`src/hw/core_config.svh`:
```
`ifndef CORE_CONFIG_SVH
`define CORE_CONFIG_SVH

////////////////////////////////////////////////////////////////////////////
// Datapath widths
////////////////////////////////////////////////////////////////////////////

// Register and operand width
`define DATA_WIDTH 32

// Register index width and register count
`define REG_ADDR_WIDTH 5
`define REG_COUNT 32

// Instruction field widths
`define SHAMT_WIDTH 5
`define IMM_WIDTH 16

`endif

```
`src/hw/corePkg.sv`:
```
`include "core_config.svh"

package corePkg;

    ////////////////////////////////////////////////////////////////////////////
    // Instruction encodings
    ////////////////////////////////////////////////////////////////////////////

    // Primary opcodes with their MIPS values
    typedef enum logic [5:0] {
        OP_SPECIAL = 6'h00,
        OP_ADDI    = 6'h08,
        OP_SLTI    = 6'h0A,
        OP_ANDI    = 6'h0C,
        OP_ORI     = 6'h0D,
        OP_XORI    = 6'h0E,
        OP_LUI     = 6'h0F
    } opcode_e;

    // R-type funct codes that are implemented
    typedef enum logic [5:0] {
        FN_SLL = 6'h00,
        FN_SRL = 6'h02,
        FN_SRA = 6'h03,
        FN_ADD = 6'h20,
        FN_SUB = 6'h22,
        FN_AND = 6'h24,
        FN_OR  = 6'h25,
        FN_XOR = 6'h26,
        FN_NOR = 6'h27,
        FN_SLT = 6'h2A
    } funct_e;

    // Internal ALU operation
    typedef enum logic [3:0] {
        ALU_ADD,
        ALU_SUB,
        ALU_AND,
        ALU_OR,
        ALU_XOR,
        ALU_NOR,
        ALU_SLT,
        ALU_SLL,
        ALU_SRL,
        ALU_SRA,
        ALU_LUI
    } aluOp_e;

    ////////////////////////////////////////////////////////////////////////////
    // Stage payloads
    ////////////////////////////////////////////////////////////////////////////

    // Decode to execute
    typedef struct packed {
        logic                       valid;
        aluOp_e                     aluOp;
        logic                       useImm;
        logic [`REG_ADDR_WIDTH-1:0] rs;
        logic [`REG_ADDR_WIDTH-1:0] rt;
        logic [`REG_ADDR_WIDTH-1:0] dest;
        logic [`SHAMT_WIDTH-1:0]    shamt;
        logic [`DATA_WIDTH-1:0]     regA;
        logic [`DATA_WIDTH-1:0]     regB;
        logic [`DATA_WIDTH-1:0]     imm;
    } decodedOp_t;

    // Execute to result, and result to register file
    typedef struct packed {
        logic                       write;
        logic [`REG_ADDR_WIDTH-1:0] dest;
        logic [`DATA_WIDTH-1:0]     data;
    } wbResult_t;

endpackage

```
`src/hw/decodeStage.sv`:
```
`timescale 1ns/10ps
`include "core_config.svh"

module decodeStage (
    input  logic                       i_clk,
    input  logic                       i_reset,
    input  logic                       i_instrValid,
    input  logic [`DATA_WIDTH-1:0]     i_instr,
    input  logic [`DATA_WIDTH-1:0]     i_rdDataA,
    input  logic [`DATA_WIDTH-1:0]     i_rdDataB,
    output logic [`REG_ADDR_WIDTH-1:0] o_rdAddrA,
    output logic [`REG_ADDR_WIDTH-1:0] o_rdAddrB,
    output corePkg::decodedOp_t        o_decoded
);

    localparam int EXT_WIDTH = `DATA_WIDTH - `IMM_WIDTH;

    corePkg::opcode_e           opcode;
    corePkg::funct_e            funct;
    logic [`REG_ADDR_WIDTH-1:0] rs;
    logic [`REG_ADDR_WIDTH-1:0] rt;
    logic [`REG_ADDR_WIDTH-1:0] rd;
    logic [`SHAMT_WIDTH-1:0]    shamt;
    logic [`IMM_WIDTH-1:0]      imm16;
    logic                       known;
    corePkg::aluOp_e            aluOp;
    logic                       useImm;
    logic [`REG_ADDR_WIDTH-1:0] dest;
    logic [`DATA_WIDTH-1:0]     immExt;
    corePkg::decodedOp_t        decodedReg;

    ////////////////////////////////////////////////////////////////////////////
    // Field extraction
    ////////////////////////////////////////////////////////////////////////////

    assign opcode = corePkg::opcode_e'(i_instr[31:26]);
    assign rs     = i_instr[25:21];
    assign rt     = i_instr[20:16];
    assign rd     = i_instr[15:11];
    assign shamt  = i_instr[10:6];
    assign funct  = corePkg::funct_e'(i_instr[5:0]);
    assign imm16  = i_instr[`IMM_WIDTH-1:0];

    assign o_rdAddrA = rs;
    assign o_rdAddrB = rt;

    ////////////////////////////////////////////////////////////////////////////
    // Control decode and immediate extension
    ////////////////////////////////////////////////////////////////////////////

    always_comb begin
        known  = 1'b1;
        aluOp  = corePkg::ALU_ADD;
        useImm = 1'b1;
        dest   = rt;
        // Sign extension unless overridden below
        immExt = {{EXT_WIDTH{imm16[`IMM_WIDTH-1]}}, imm16};
        case (opcode)
            corePkg::OP_SPECIAL: begin
                useImm = 1'b0;
                dest   = rd;
                case (funct)
                    corePkg::FN_ADD: aluOp = corePkg::ALU_ADD;
                    corePkg::FN_SUB: aluOp = corePkg::ALU_SUB;
                    corePkg::FN_AND: aluOp = corePkg::ALU_AND;
                    corePkg::FN_OR:  aluOp = corePkg::ALU_OR;
                    corePkg::FN_XOR: aluOp = corePkg::ALU_XOR;
                    corePkg::FN_NOR: aluOp = corePkg::ALU_NOR;
                    corePkg::FN_SLT: aluOp = corePkg::ALU_SLT;
                    corePkg::FN_SLL: aluOp = corePkg::ALU_SLL;
                    corePkg::FN_SRL: aluOp = corePkg::ALU_SRL;
                    corePkg::FN_SRA: aluOp = corePkg::ALU_SRA;
                    default:         known = 1'b0;
                endcase
            end
            corePkg::OP_ADDI: aluOp = corePkg::ALU_ADD;
            corePkg::OP_SLTI: aluOp = corePkg::ALU_SLT;
            corePkg::OP_ANDI: begin
                aluOp  = corePkg::ALU_AND;
                immExt = {{EXT_WIDTH{1'b0}}, imm16};
            end
            corePkg::OP_ORI: begin
                aluOp  = corePkg::ALU_OR;
                immExt = {{EXT_WIDTH{1'b0}}, imm16};
            end
            corePkg::OP_XORI: begin
                aluOp  = corePkg::ALU_XOR;
                immExt = {{EXT_WIDTH{1'b0}}, imm16};
            end
            corePkg::OP_LUI: begin
                aluOp  = corePkg::ALU_LUI;
                immExt = {imm16, {EXT_WIDTH{1'b0}}};
            end
            default: known = 1'b0;
        endcase
    end

    // Decode/execute register
    always_ff @(posedge i_clk) begin
        if (i_reset) begin
            decodedReg.valid <= 1'b0;
        end else begin
            decodedReg <= '{valid: i_instrValid && known, aluOp: aluOp, useImm: useImm,
                            rs: rs, rt: rt, dest: dest, shamt: shamt,
                            regA: i_rdDataA, regB: i_rdDataB, imm: immExt};
        end
    end

    assign o_decoded = decodedReg;

endmodule

```
`src/hw/executeStage.sv`:
```
`timescale 1ns/10ps
`include "core_config.svh"

module executeStage (
    input  logic                i_clk,
    input  logic                i_reset,
    input  corePkg::decodedOp_t i_decoded,
    output corePkg::wbResult_t  o_result
);

    corePkg::wbResult_t     resultReg;
    logic                   fwdA;
    logic                   fwdB;
    logic [`DATA_WIDTH-1:0] opA;
    logic [`DATA_WIDTH-1:0] regBValue;
    logic [`DATA_WIDTH-1:0] opB;
    logic                   lessThan;
    logic [`DATA_WIDTH-1:0] aluOut;

    ////////////////////////////////////////////////////////////////////////////
    // Forwarding from the execute register
    ////////////////////////////////////////////////////////////////////////////

    // Previous instruction's result is still in resultReg
    assign fwdA = resultReg.write && (resultReg.dest != '0)
                  && (resultReg.dest == i_decoded.rs);
    assign fwdB = resultReg.write && (resultReg.dest != '0)
                  && (resultReg.dest == i_decoded.rt);

    assign opA       = fwdA ? resultReg.data : i_decoded.regA;
    assign regBValue = fwdB ? resultReg.data : i_decoded.regB;

    ////////////////////////////////////////////////////////////////////////////
    // ALU control and ALU
    ////////////////////////////////////////////////////////////////////////////

    // Immediate forms take the extended immediate as operand B
    assign opB = i_decoded.useImm ? i_decoded.imm : regBValue;

    assign lessThan = $signed(opA) < $signed(opB);

    always_comb begin
        case (i_decoded.aluOp)
            corePkg::ALU_ADD: aluOut = opA + opB;
            corePkg::ALU_SUB: aluOut = opA - opB;
            corePkg::ALU_AND: aluOut = opA & opB;
            corePkg::ALU_OR:  aluOut = opA | opB;
            corePkg::ALU_XOR: aluOut = opA ^ opB;
            corePkg::ALU_NOR: aluOut = ~(opA | opB);
            corePkg::ALU_SLT: aluOut = {{(`DATA_WIDTH-1){1'b0}}, lessThan};
            // Shifts move operand B by the shamt field
            corePkg::ALU_SLL: aluOut = opB << i_decoded.shamt;
            corePkg::ALU_SRL: aluOut = opB >> i_decoded.shamt;
            corePkg::ALU_SRA: aluOut = $signed(opB) >>> i_decoded.shamt;
            // Already placed in the upper half by decode
            corePkg::ALU_LUI: aluOut = opB;
            default:          aluOut = '0;
        endcase
    end

    ////////////////////////////////////////////////////////////////////////////
    // Execute/result register
    ////////////////////////////////////////////////////////////////////////////

    always_ff @(posedge i_clk) begin
        if (i_reset) begin
            resultReg.write <= 1'b0;
        end else begin
            resultReg <= '{write: i_decoded.valid, dest: i_decoded.dest, data: aluOut};
        end
    end

    assign o_result = resultReg;

endmodule

```
`src/hw/pipelineCore.sv`:
```
`timescale 1ns/10ps
`include "core_config.svh"

module pipelineCore (
    input  logic                       i_clk,
    input  logic                       i_reset,
    input  logic                       i_instrValid,
    input  logic [`DATA_WIDTH-1:0]     i_instr,
    output logic                       o_wbValid,
    output logic [`REG_ADDR_WIDTH-1:0] o_wbDest,
    output logic [`DATA_WIDTH-1:0]     o_wbData
);

    logic [`REG_ADDR_WIDTH-1:0] rdAddrA;
    logic [`REG_ADDR_WIDTH-1:0] rdAddrB;
    logic [`DATA_WIDTH-1:0]     rdDataA;
    logic [`DATA_WIDTH-1:0]     rdDataB;
    corePkg::decodedOp_t        decoded;
    corePkg::wbResult_t         exResult;
    corePkg::wbResult_t         regWrite;

    ////////////////////////////////////////////////////////////////////////////
    // Register file and stages
    ////////////////////////////////////////////////////////////////////////////

    regFile u_regFile (
        .i_clk      (i_clk),
        .i_reset    (i_reset),
        .i_rdAddrA  (rdAddrA),
        .i_rdAddrB  (rdAddrB),
        .i_wrAddr   (regWrite.dest),
        .i_wrEnable (regWrite.write),
        .i_wrData   (regWrite.data),
        .o_rdDataA  (rdDataA),
        .o_rdDataB  (rdDataB)
    );

    decodeStage u_decodeStage (
        .i_clk        (i_clk),
        .i_reset      (i_reset),
        .i_instrValid (i_instrValid),
        .i_instr      (i_instr),
        .i_rdDataA    (rdDataA),
        .i_rdDataB    (rdDataB),
        .o_rdAddrA    (rdAddrA),
        .o_rdAddrB    (rdAddrB),
        .o_decoded    (decoded)
    );

    executeStage u_executeStage (
        .i_clk     (i_clk),
        .i_reset   (i_reset),
        .i_decoded (decoded),
        .o_result  (exResult)
    );

    // Write-back and observation
    resultStage u_resultStage (
        .i_result   (exResult),
        .o_regWrite (regWrite),
        .o_wbValid  (o_wbValid),
        .o_wbDest   (o_wbDest),
        .o_wbData   (o_wbData)
    );

endmodule

```
`src/hw/regFile.sv`:
```
`timescale 1ns/10ps
`include "core_config.svh"

module regFile (
    input  logic                       i_clk,
    input  logic                       i_reset,
    input  logic [`REG_ADDR_WIDTH-1:0] i_rdAddrA,
    input  logic [`REG_ADDR_WIDTH-1:0] i_rdAddrB,
    input  logic [`REG_ADDR_WIDTH-1:0] i_wrAddr,
    input  logic                       i_wrEnable,
    input  logic [`DATA_WIDTH-1:0]     i_wrData,
    output logic [`DATA_WIDTH-1:0]     o_rdDataA,
    output logic [`DATA_WIDTH-1:0]     o_rdDataB
);

    // Register 0 has no storage
    logic [`DATA_WIDTH-1:0] regs [1:`REG_COUNT-1];

    // Combinational read with same-cycle write bypass
    always_comb begin
        if (i_rdAddrA == '0) begin
            o_rdDataA = '0;
        end else if (i_wrEnable && (i_wrAddr == i_rdAddrA)) begin
            o_rdDataA = i_wrData;
        end else begin
            o_rdDataA = regs[i_rdAddrA];
        end
    end

    always_comb begin
        if (i_rdAddrB == '0) begin
            o_rdDataB = '0;
        end else if (i_wrEnable && (i_wrAddr == i_rdAddrB)) begin
            o_rdDataB = i_wrData;
        end else begin
            o_rdDataB = regs[i_rdAddrB];
        end
    end

    always_ff @(posedge i_clk) begin
        for (int i = 1; i < `REG_COUNT; i++) begin
            if (i_reset) begin
                regs[i] <= '0;
            end else if (i_wrEnable && (i_wrAddr == `REG_ADDR_WIDTH'(i))) begin
                regs[i] <= i_wrData;
            end
        end
    end

endmodule

```
`src/hw/resultStage.sv`:
```
`timescale 1ns/10ps
`include "core_config.svh"

module resultStage (
    input  corePkg::wbResult_t         i_result,
    output corePkg::wbResult_t         o_regWrite,
    output logic                       o_wbValid,
    output logic [`REG_ADDR_WIDTH-1:0] o_wbDest,
    output logic [`DATA_WIDTH-1:0]     o_wbData
);

    logic               commit;
    corePkg::wbResult_t committed;

    ////////////////////////////////////////////////////////////////////////////
    // Commit gating
    ////////////////////////////////////////////////////////////////////////////

    // Writes to register 0 are dropped here
    assign commit = i_result.write && (i_result.dest != '0);

    assign committed = '{write: commit, dest: i_result.dest, data: i_result.data};

    // Register file write port
    assign o_regWrite = committed;

    // Observation port mirrors the write port
    assign o_wbValid = committed.write;
    assign o_wbDest  = committed.dest;
    assign o_wbData  = committed.data;

endmodule

```
`config.mk`:
```
export PLATFORM = sky130hd
export DESIGN_NAME = pipelineCore
export DESIGN_NICKNAME = d
export VERILOG_FILES = /design/src/hw/corePkg.sv /design/src/hw/decodeStage.sv /design/src/hw/executeStage.sv /design/src/hw/pipelineCore.sv /design/src/hw/regFile.sv /design/src/hw/resultStage.sv
export VERILOG_INCLUDE_DIRS = /design/src /design/src/hw
export SDC_FILE = /design/constraint.sdc
export NUM_CORES = 2
export LEC_CHECK = 0
export BUFFER_PORTS_ARGS = -buffer_cell sky130_fd_sc_hd__buf_2
export CAP_MARGIN = 30
export CORE_ASPECT_RATIO = 1.1
export CORE_UTILIZATION = 50
export CTS_CLUSTER_DIAMETER = 30
export DETAILED_ROUTE_END_ITERATION = 12
export GPL_TIMING_DRIVEN = 0
export HOLD_SLACK_MARGIN = 0.06
export PLACE_DENSITY = 0.66
export SYNTH_ARGS = -nofsm -noshare
export SYNTH_HDL_FRONTEND = slang
export SYNTH_HIERARCHICAL = 1
export SYNTH_SLANG_ARGS = --single-unit
```
`constraint.sdc`:
```
create_clock -name i_clk -period 6.03 [get_ports i_clk]
set_input_delay 1.206 -clock i_clk [delete_from_list [all_inputs] [get_ports i_clk]]
set_output_delay 1.206 -clock i_clk [all_outputs]
set_load 0.01 [all_outputs]
```
==> flow_summary.json <==
{
  "clk_latency_ns": 0.95,
  "slowest_stage": "o311a_1",
  "antenna_found_initial": 57,
  "cts_tree": "built",
  "p_leak_uw": 0.03164,
  "die_area_um2": 143900,
  "finalSetupViolCount": 0,
  "synth_fp_nets": 5957,
  "cts_root_buffer": "clkbuf_16",
  "cp-end-kind": "register",
  "drtIter0Drc": 10880,
  "vdd_ir_drop_max_v": 0.0003587,
  "vias": 61120,
  "slowest_delay_ns": 0.58,
  "io_pins": 73,
  "synth-edff-count": 1150,
  "gp_congestion": 1.161,
  "power.density_nw_per_um2": 341.8,
  "crit_path_start_kind": "register",
  "synth_most_common_cell": "edfxtp_1",
  "synth_cells": 5821,
  "rsz0062_at_grt": "no",
  "ys_seq_elements": 1152,
  "seq_area_frac_synth_pct": 48.58,
  "slew_violations": 0,
  "synthTopCellsByArea": "edfxtp_1 (49%), mux4_2 (12%), and2_1 (8.8%)",
  "final_area_um2": 84660,
  "numCtsBuffers": 240,
  "slew_headroom_pct": 6.810,
  "ctsHoldBuffers": 0,
  "crit_fanout": 7,
  "dr.pass1.iters": 7,
  "die_h_um": 397.7,
  "area_growth_pct": 18.95,
  "grt_pass1_wl_um": 505000,
  "layout_worst_path_cycle_share_pct": 98.88,
  "nFillCells": 11280,
  "holdCritPathClass": "register to register",
  "grt.total_usage_pct": 52.95,
  "netlist_area_um2": 71170,
  "crit_required_ns": 6.71,
  "setup_tns_ns": 0,
  "die_x_um": 361.7,
  "std_cell_rows": 144,
  "core_area_um2": 140700,
  "postRouteAntennaNets": 0,
  "dpl-instance-area_um2": 75300,
  "cap_violations": 0,
  "ys_types": 101,
  "cp.buffers_inverters": 2,
  "worst_pin_slew_ns": 1.398,
  "cts_sinks": 1152,
  "worstPathArrival_ns": 6.64,
  "routed_via_density": 7.292,
  "crit_chain": "or4_4, o211ai_4, buf_4, or4_1, o311a_1, inv_1, fa_1, nor3b_1, o31ai_4, a2111oi_4, o211ai_1, nand3b_1, a41oi_2, nor2_1, o21ai_1, a31oi_1, o211ai_1",
  "synth_top_area_cell": "edfxtp_1",
  "yosys_warnings": 6,
  "hpwl_um": 284900,
  "layout.nets": 6366,
  "ys.flop_type": "edfxtp_1",
  "hold_viol": 0,
  "fmax_mhz": 167.7,
  "start_util_pct": 50.58,
  "grt_max_degree": 100,
  "avgSynthCellArea_um2": 12.23,
  "post-route-drc-count": 0,
  "gr-total-overflow": 0,
  "grt_pass1_vias": 57900,
  "htree_levels": 4,
  "wl_per_cell_um": 45.91,
  "async_flop_share_pct": 0,
  "skew_ns": 0.1408,
  "synthTopCellsByCount": "edfxtp_1 (1150), and2_1 (1005), mux4_2 (392)",
  "port_buffers": 69,
  "clk_path_buf_depth": 3,
  "synth_top_area_share_pct": 48.52,
  "layout-drive-gt1-share_pct": 21.61,
  "path_clk_slew_ns": 0.05,
  "critPathMostFrequentCell": "o211ai_1",
  "drt-total-wl_um": 384800,
  "crit_type": "register to register",
  "crit_family": "compound AO/OA/AOI/OAI gates",
  "layout_min_cycle_time_ns": 5.962,
  "status": "finished, final reports clean"
}
==> repair_timing <==
action	CTS	global route
setup endpoints to repair	29	17
gates cloned	0	0
pin swaps	3	3
setup buffers	11	8
gates resized for setup	36	23
==> report_power, final <==
part	leakage, µW	switching [µW]	internal, µW
registers	0.0119	383	9170
logic	0.0156	3840	1500
clock network	0.00415	4860	9180
total	0.0316	9080	19900
==> cells by family (layout without fill, tap and decap cells) <==
group           count (synthesis)  count (layout)  synth area share (%)
simple gates                 1842            1842                 14.24
compound gates               1175            1175                 12.17
flops                        1152            1152                 48.58
buf+inv                       767            1392                 5.283
mux                           736             736                 17.34
fa+ha+maj                     101             101                 1.797
xor+xnor                       48              48                0.5907
other cells                     0              38                     0
==> through the flow <==
| stage | util [%] | std cells | total power, µW | setup WS, ns | hold WS, ns |
|---|---|---|---|---|---|
| floorplan | - | 5821 | 11950 | 0.8028 | 0.4003 |
| global placement | 52.51 | 7788 | 14390 | -1.701 | 0.4012 |
| detailed placement | 53.52 | 7860 | 14500 | -1.747 | 0.4045 |
| CTS | 59.87 | 8328 | 28400 | 0.002436 | 0.4130 |
| global route | 60.11 | 8352 | 29170 | 0.01026 | 0.4144 |
| finish | 60.16 | 8382 | 28940 | 0.06770 | 0.4105 |
==> cells in the final DEF (no fill, tap or decap), types with 156 or more instances in the layout <==
master / n
mux2i_1: 291
nor2_1: 311
buf_4: 162
edfxtp_1: 1150
clkbuf_1: 381
clkbuf_16: 241
buf_2: 156
mux4_2: 392
nand2_1: 223
and2_1: 1005
==> area by class of cell <==
| type | instances | area, µm² | share of cell area (%) |
|---|---|---|---|
| Sequential cell | 1152 | 34570 | 40.84 |
| Multi-Input combinational cell | 3902 | 33400 | 39.45 |
| Clock buffer | 256 | 6087 | 7.190 |
| Buffer | 645 | 3322 | 3.924 |
| Clock inverter | 202 | 2628 | 3.104 |
| Tap cell | 1898 | 2375 | 2.805 |
| Timing Repair Buffer | 171 | 1729 | 2.043 |
| Inverter | 118 | 447.9 | 0.5291 |
| Antenna cell | 38 | 95.09 | 0.1123 |
==> worst reg2reg max path, delay by kind of cell (launching register included) <==
family | cells | cell delay [ns]
AO/OA/AOI/OAI | 9 | 2.84
adder cells (fa/ha/maj) | 1 | 0.57
buffers and inverters | 2 | 0.69
flip-flops | 1 | 0.46
AND/OR/NAND/NOR | 5 | 1.18
==> layer usage <==
| metal | share of wire, % | vias up | global-route usage [%] |
|---|---|---|---|
| met5 | 0.11 | - | 1.562 |
| met4 | 14 | 20 | 57.75 |
| met3 | 13 | 1923 | 20.13 |
| met2 | 43 | 5762 | 77.96 |
| met1 | 31 | 30210 | 55.76 |
| li1 | - | 23210 | - |
==> worst paths after layout <==
| kind | from | end | slack, ns | depth (start not counted) |
|---|---|---|---|---|
| hold reg to reg | u_decodeStage/o_decoded[101]$_DFFE_PN_ | u_executeStage/o_result[32]$_DFFE_PN_ | 0.41 | 0 |
| setup reg to reg | u_executeStage/o_result[34]$_DFFE_PN_ | u_executeStage/o_result[0]$_DFFE_PN_ | 0.07 | 17 |
| setup / recovery | u_executeStage/o_result[34]$_DFFE_PN_ | u_executeStage/o_result[0]$_DFFE_PN_ | 0.07 | 17 |
| hold / removal | u_decodeStage/o_decoded[101]$_DFFE_PN_ | u_executeStage/o_result[32]$_DFFE_PN_ | 0.41 | 0 |
==> state kept, by name (all words and copies together) (netlist names) <==
register                 flops
u_executeStage/o_result     38
u_decodeStage/o_decoded    122
u_regFile/regs             992
(Power assumes the default switching activity.)
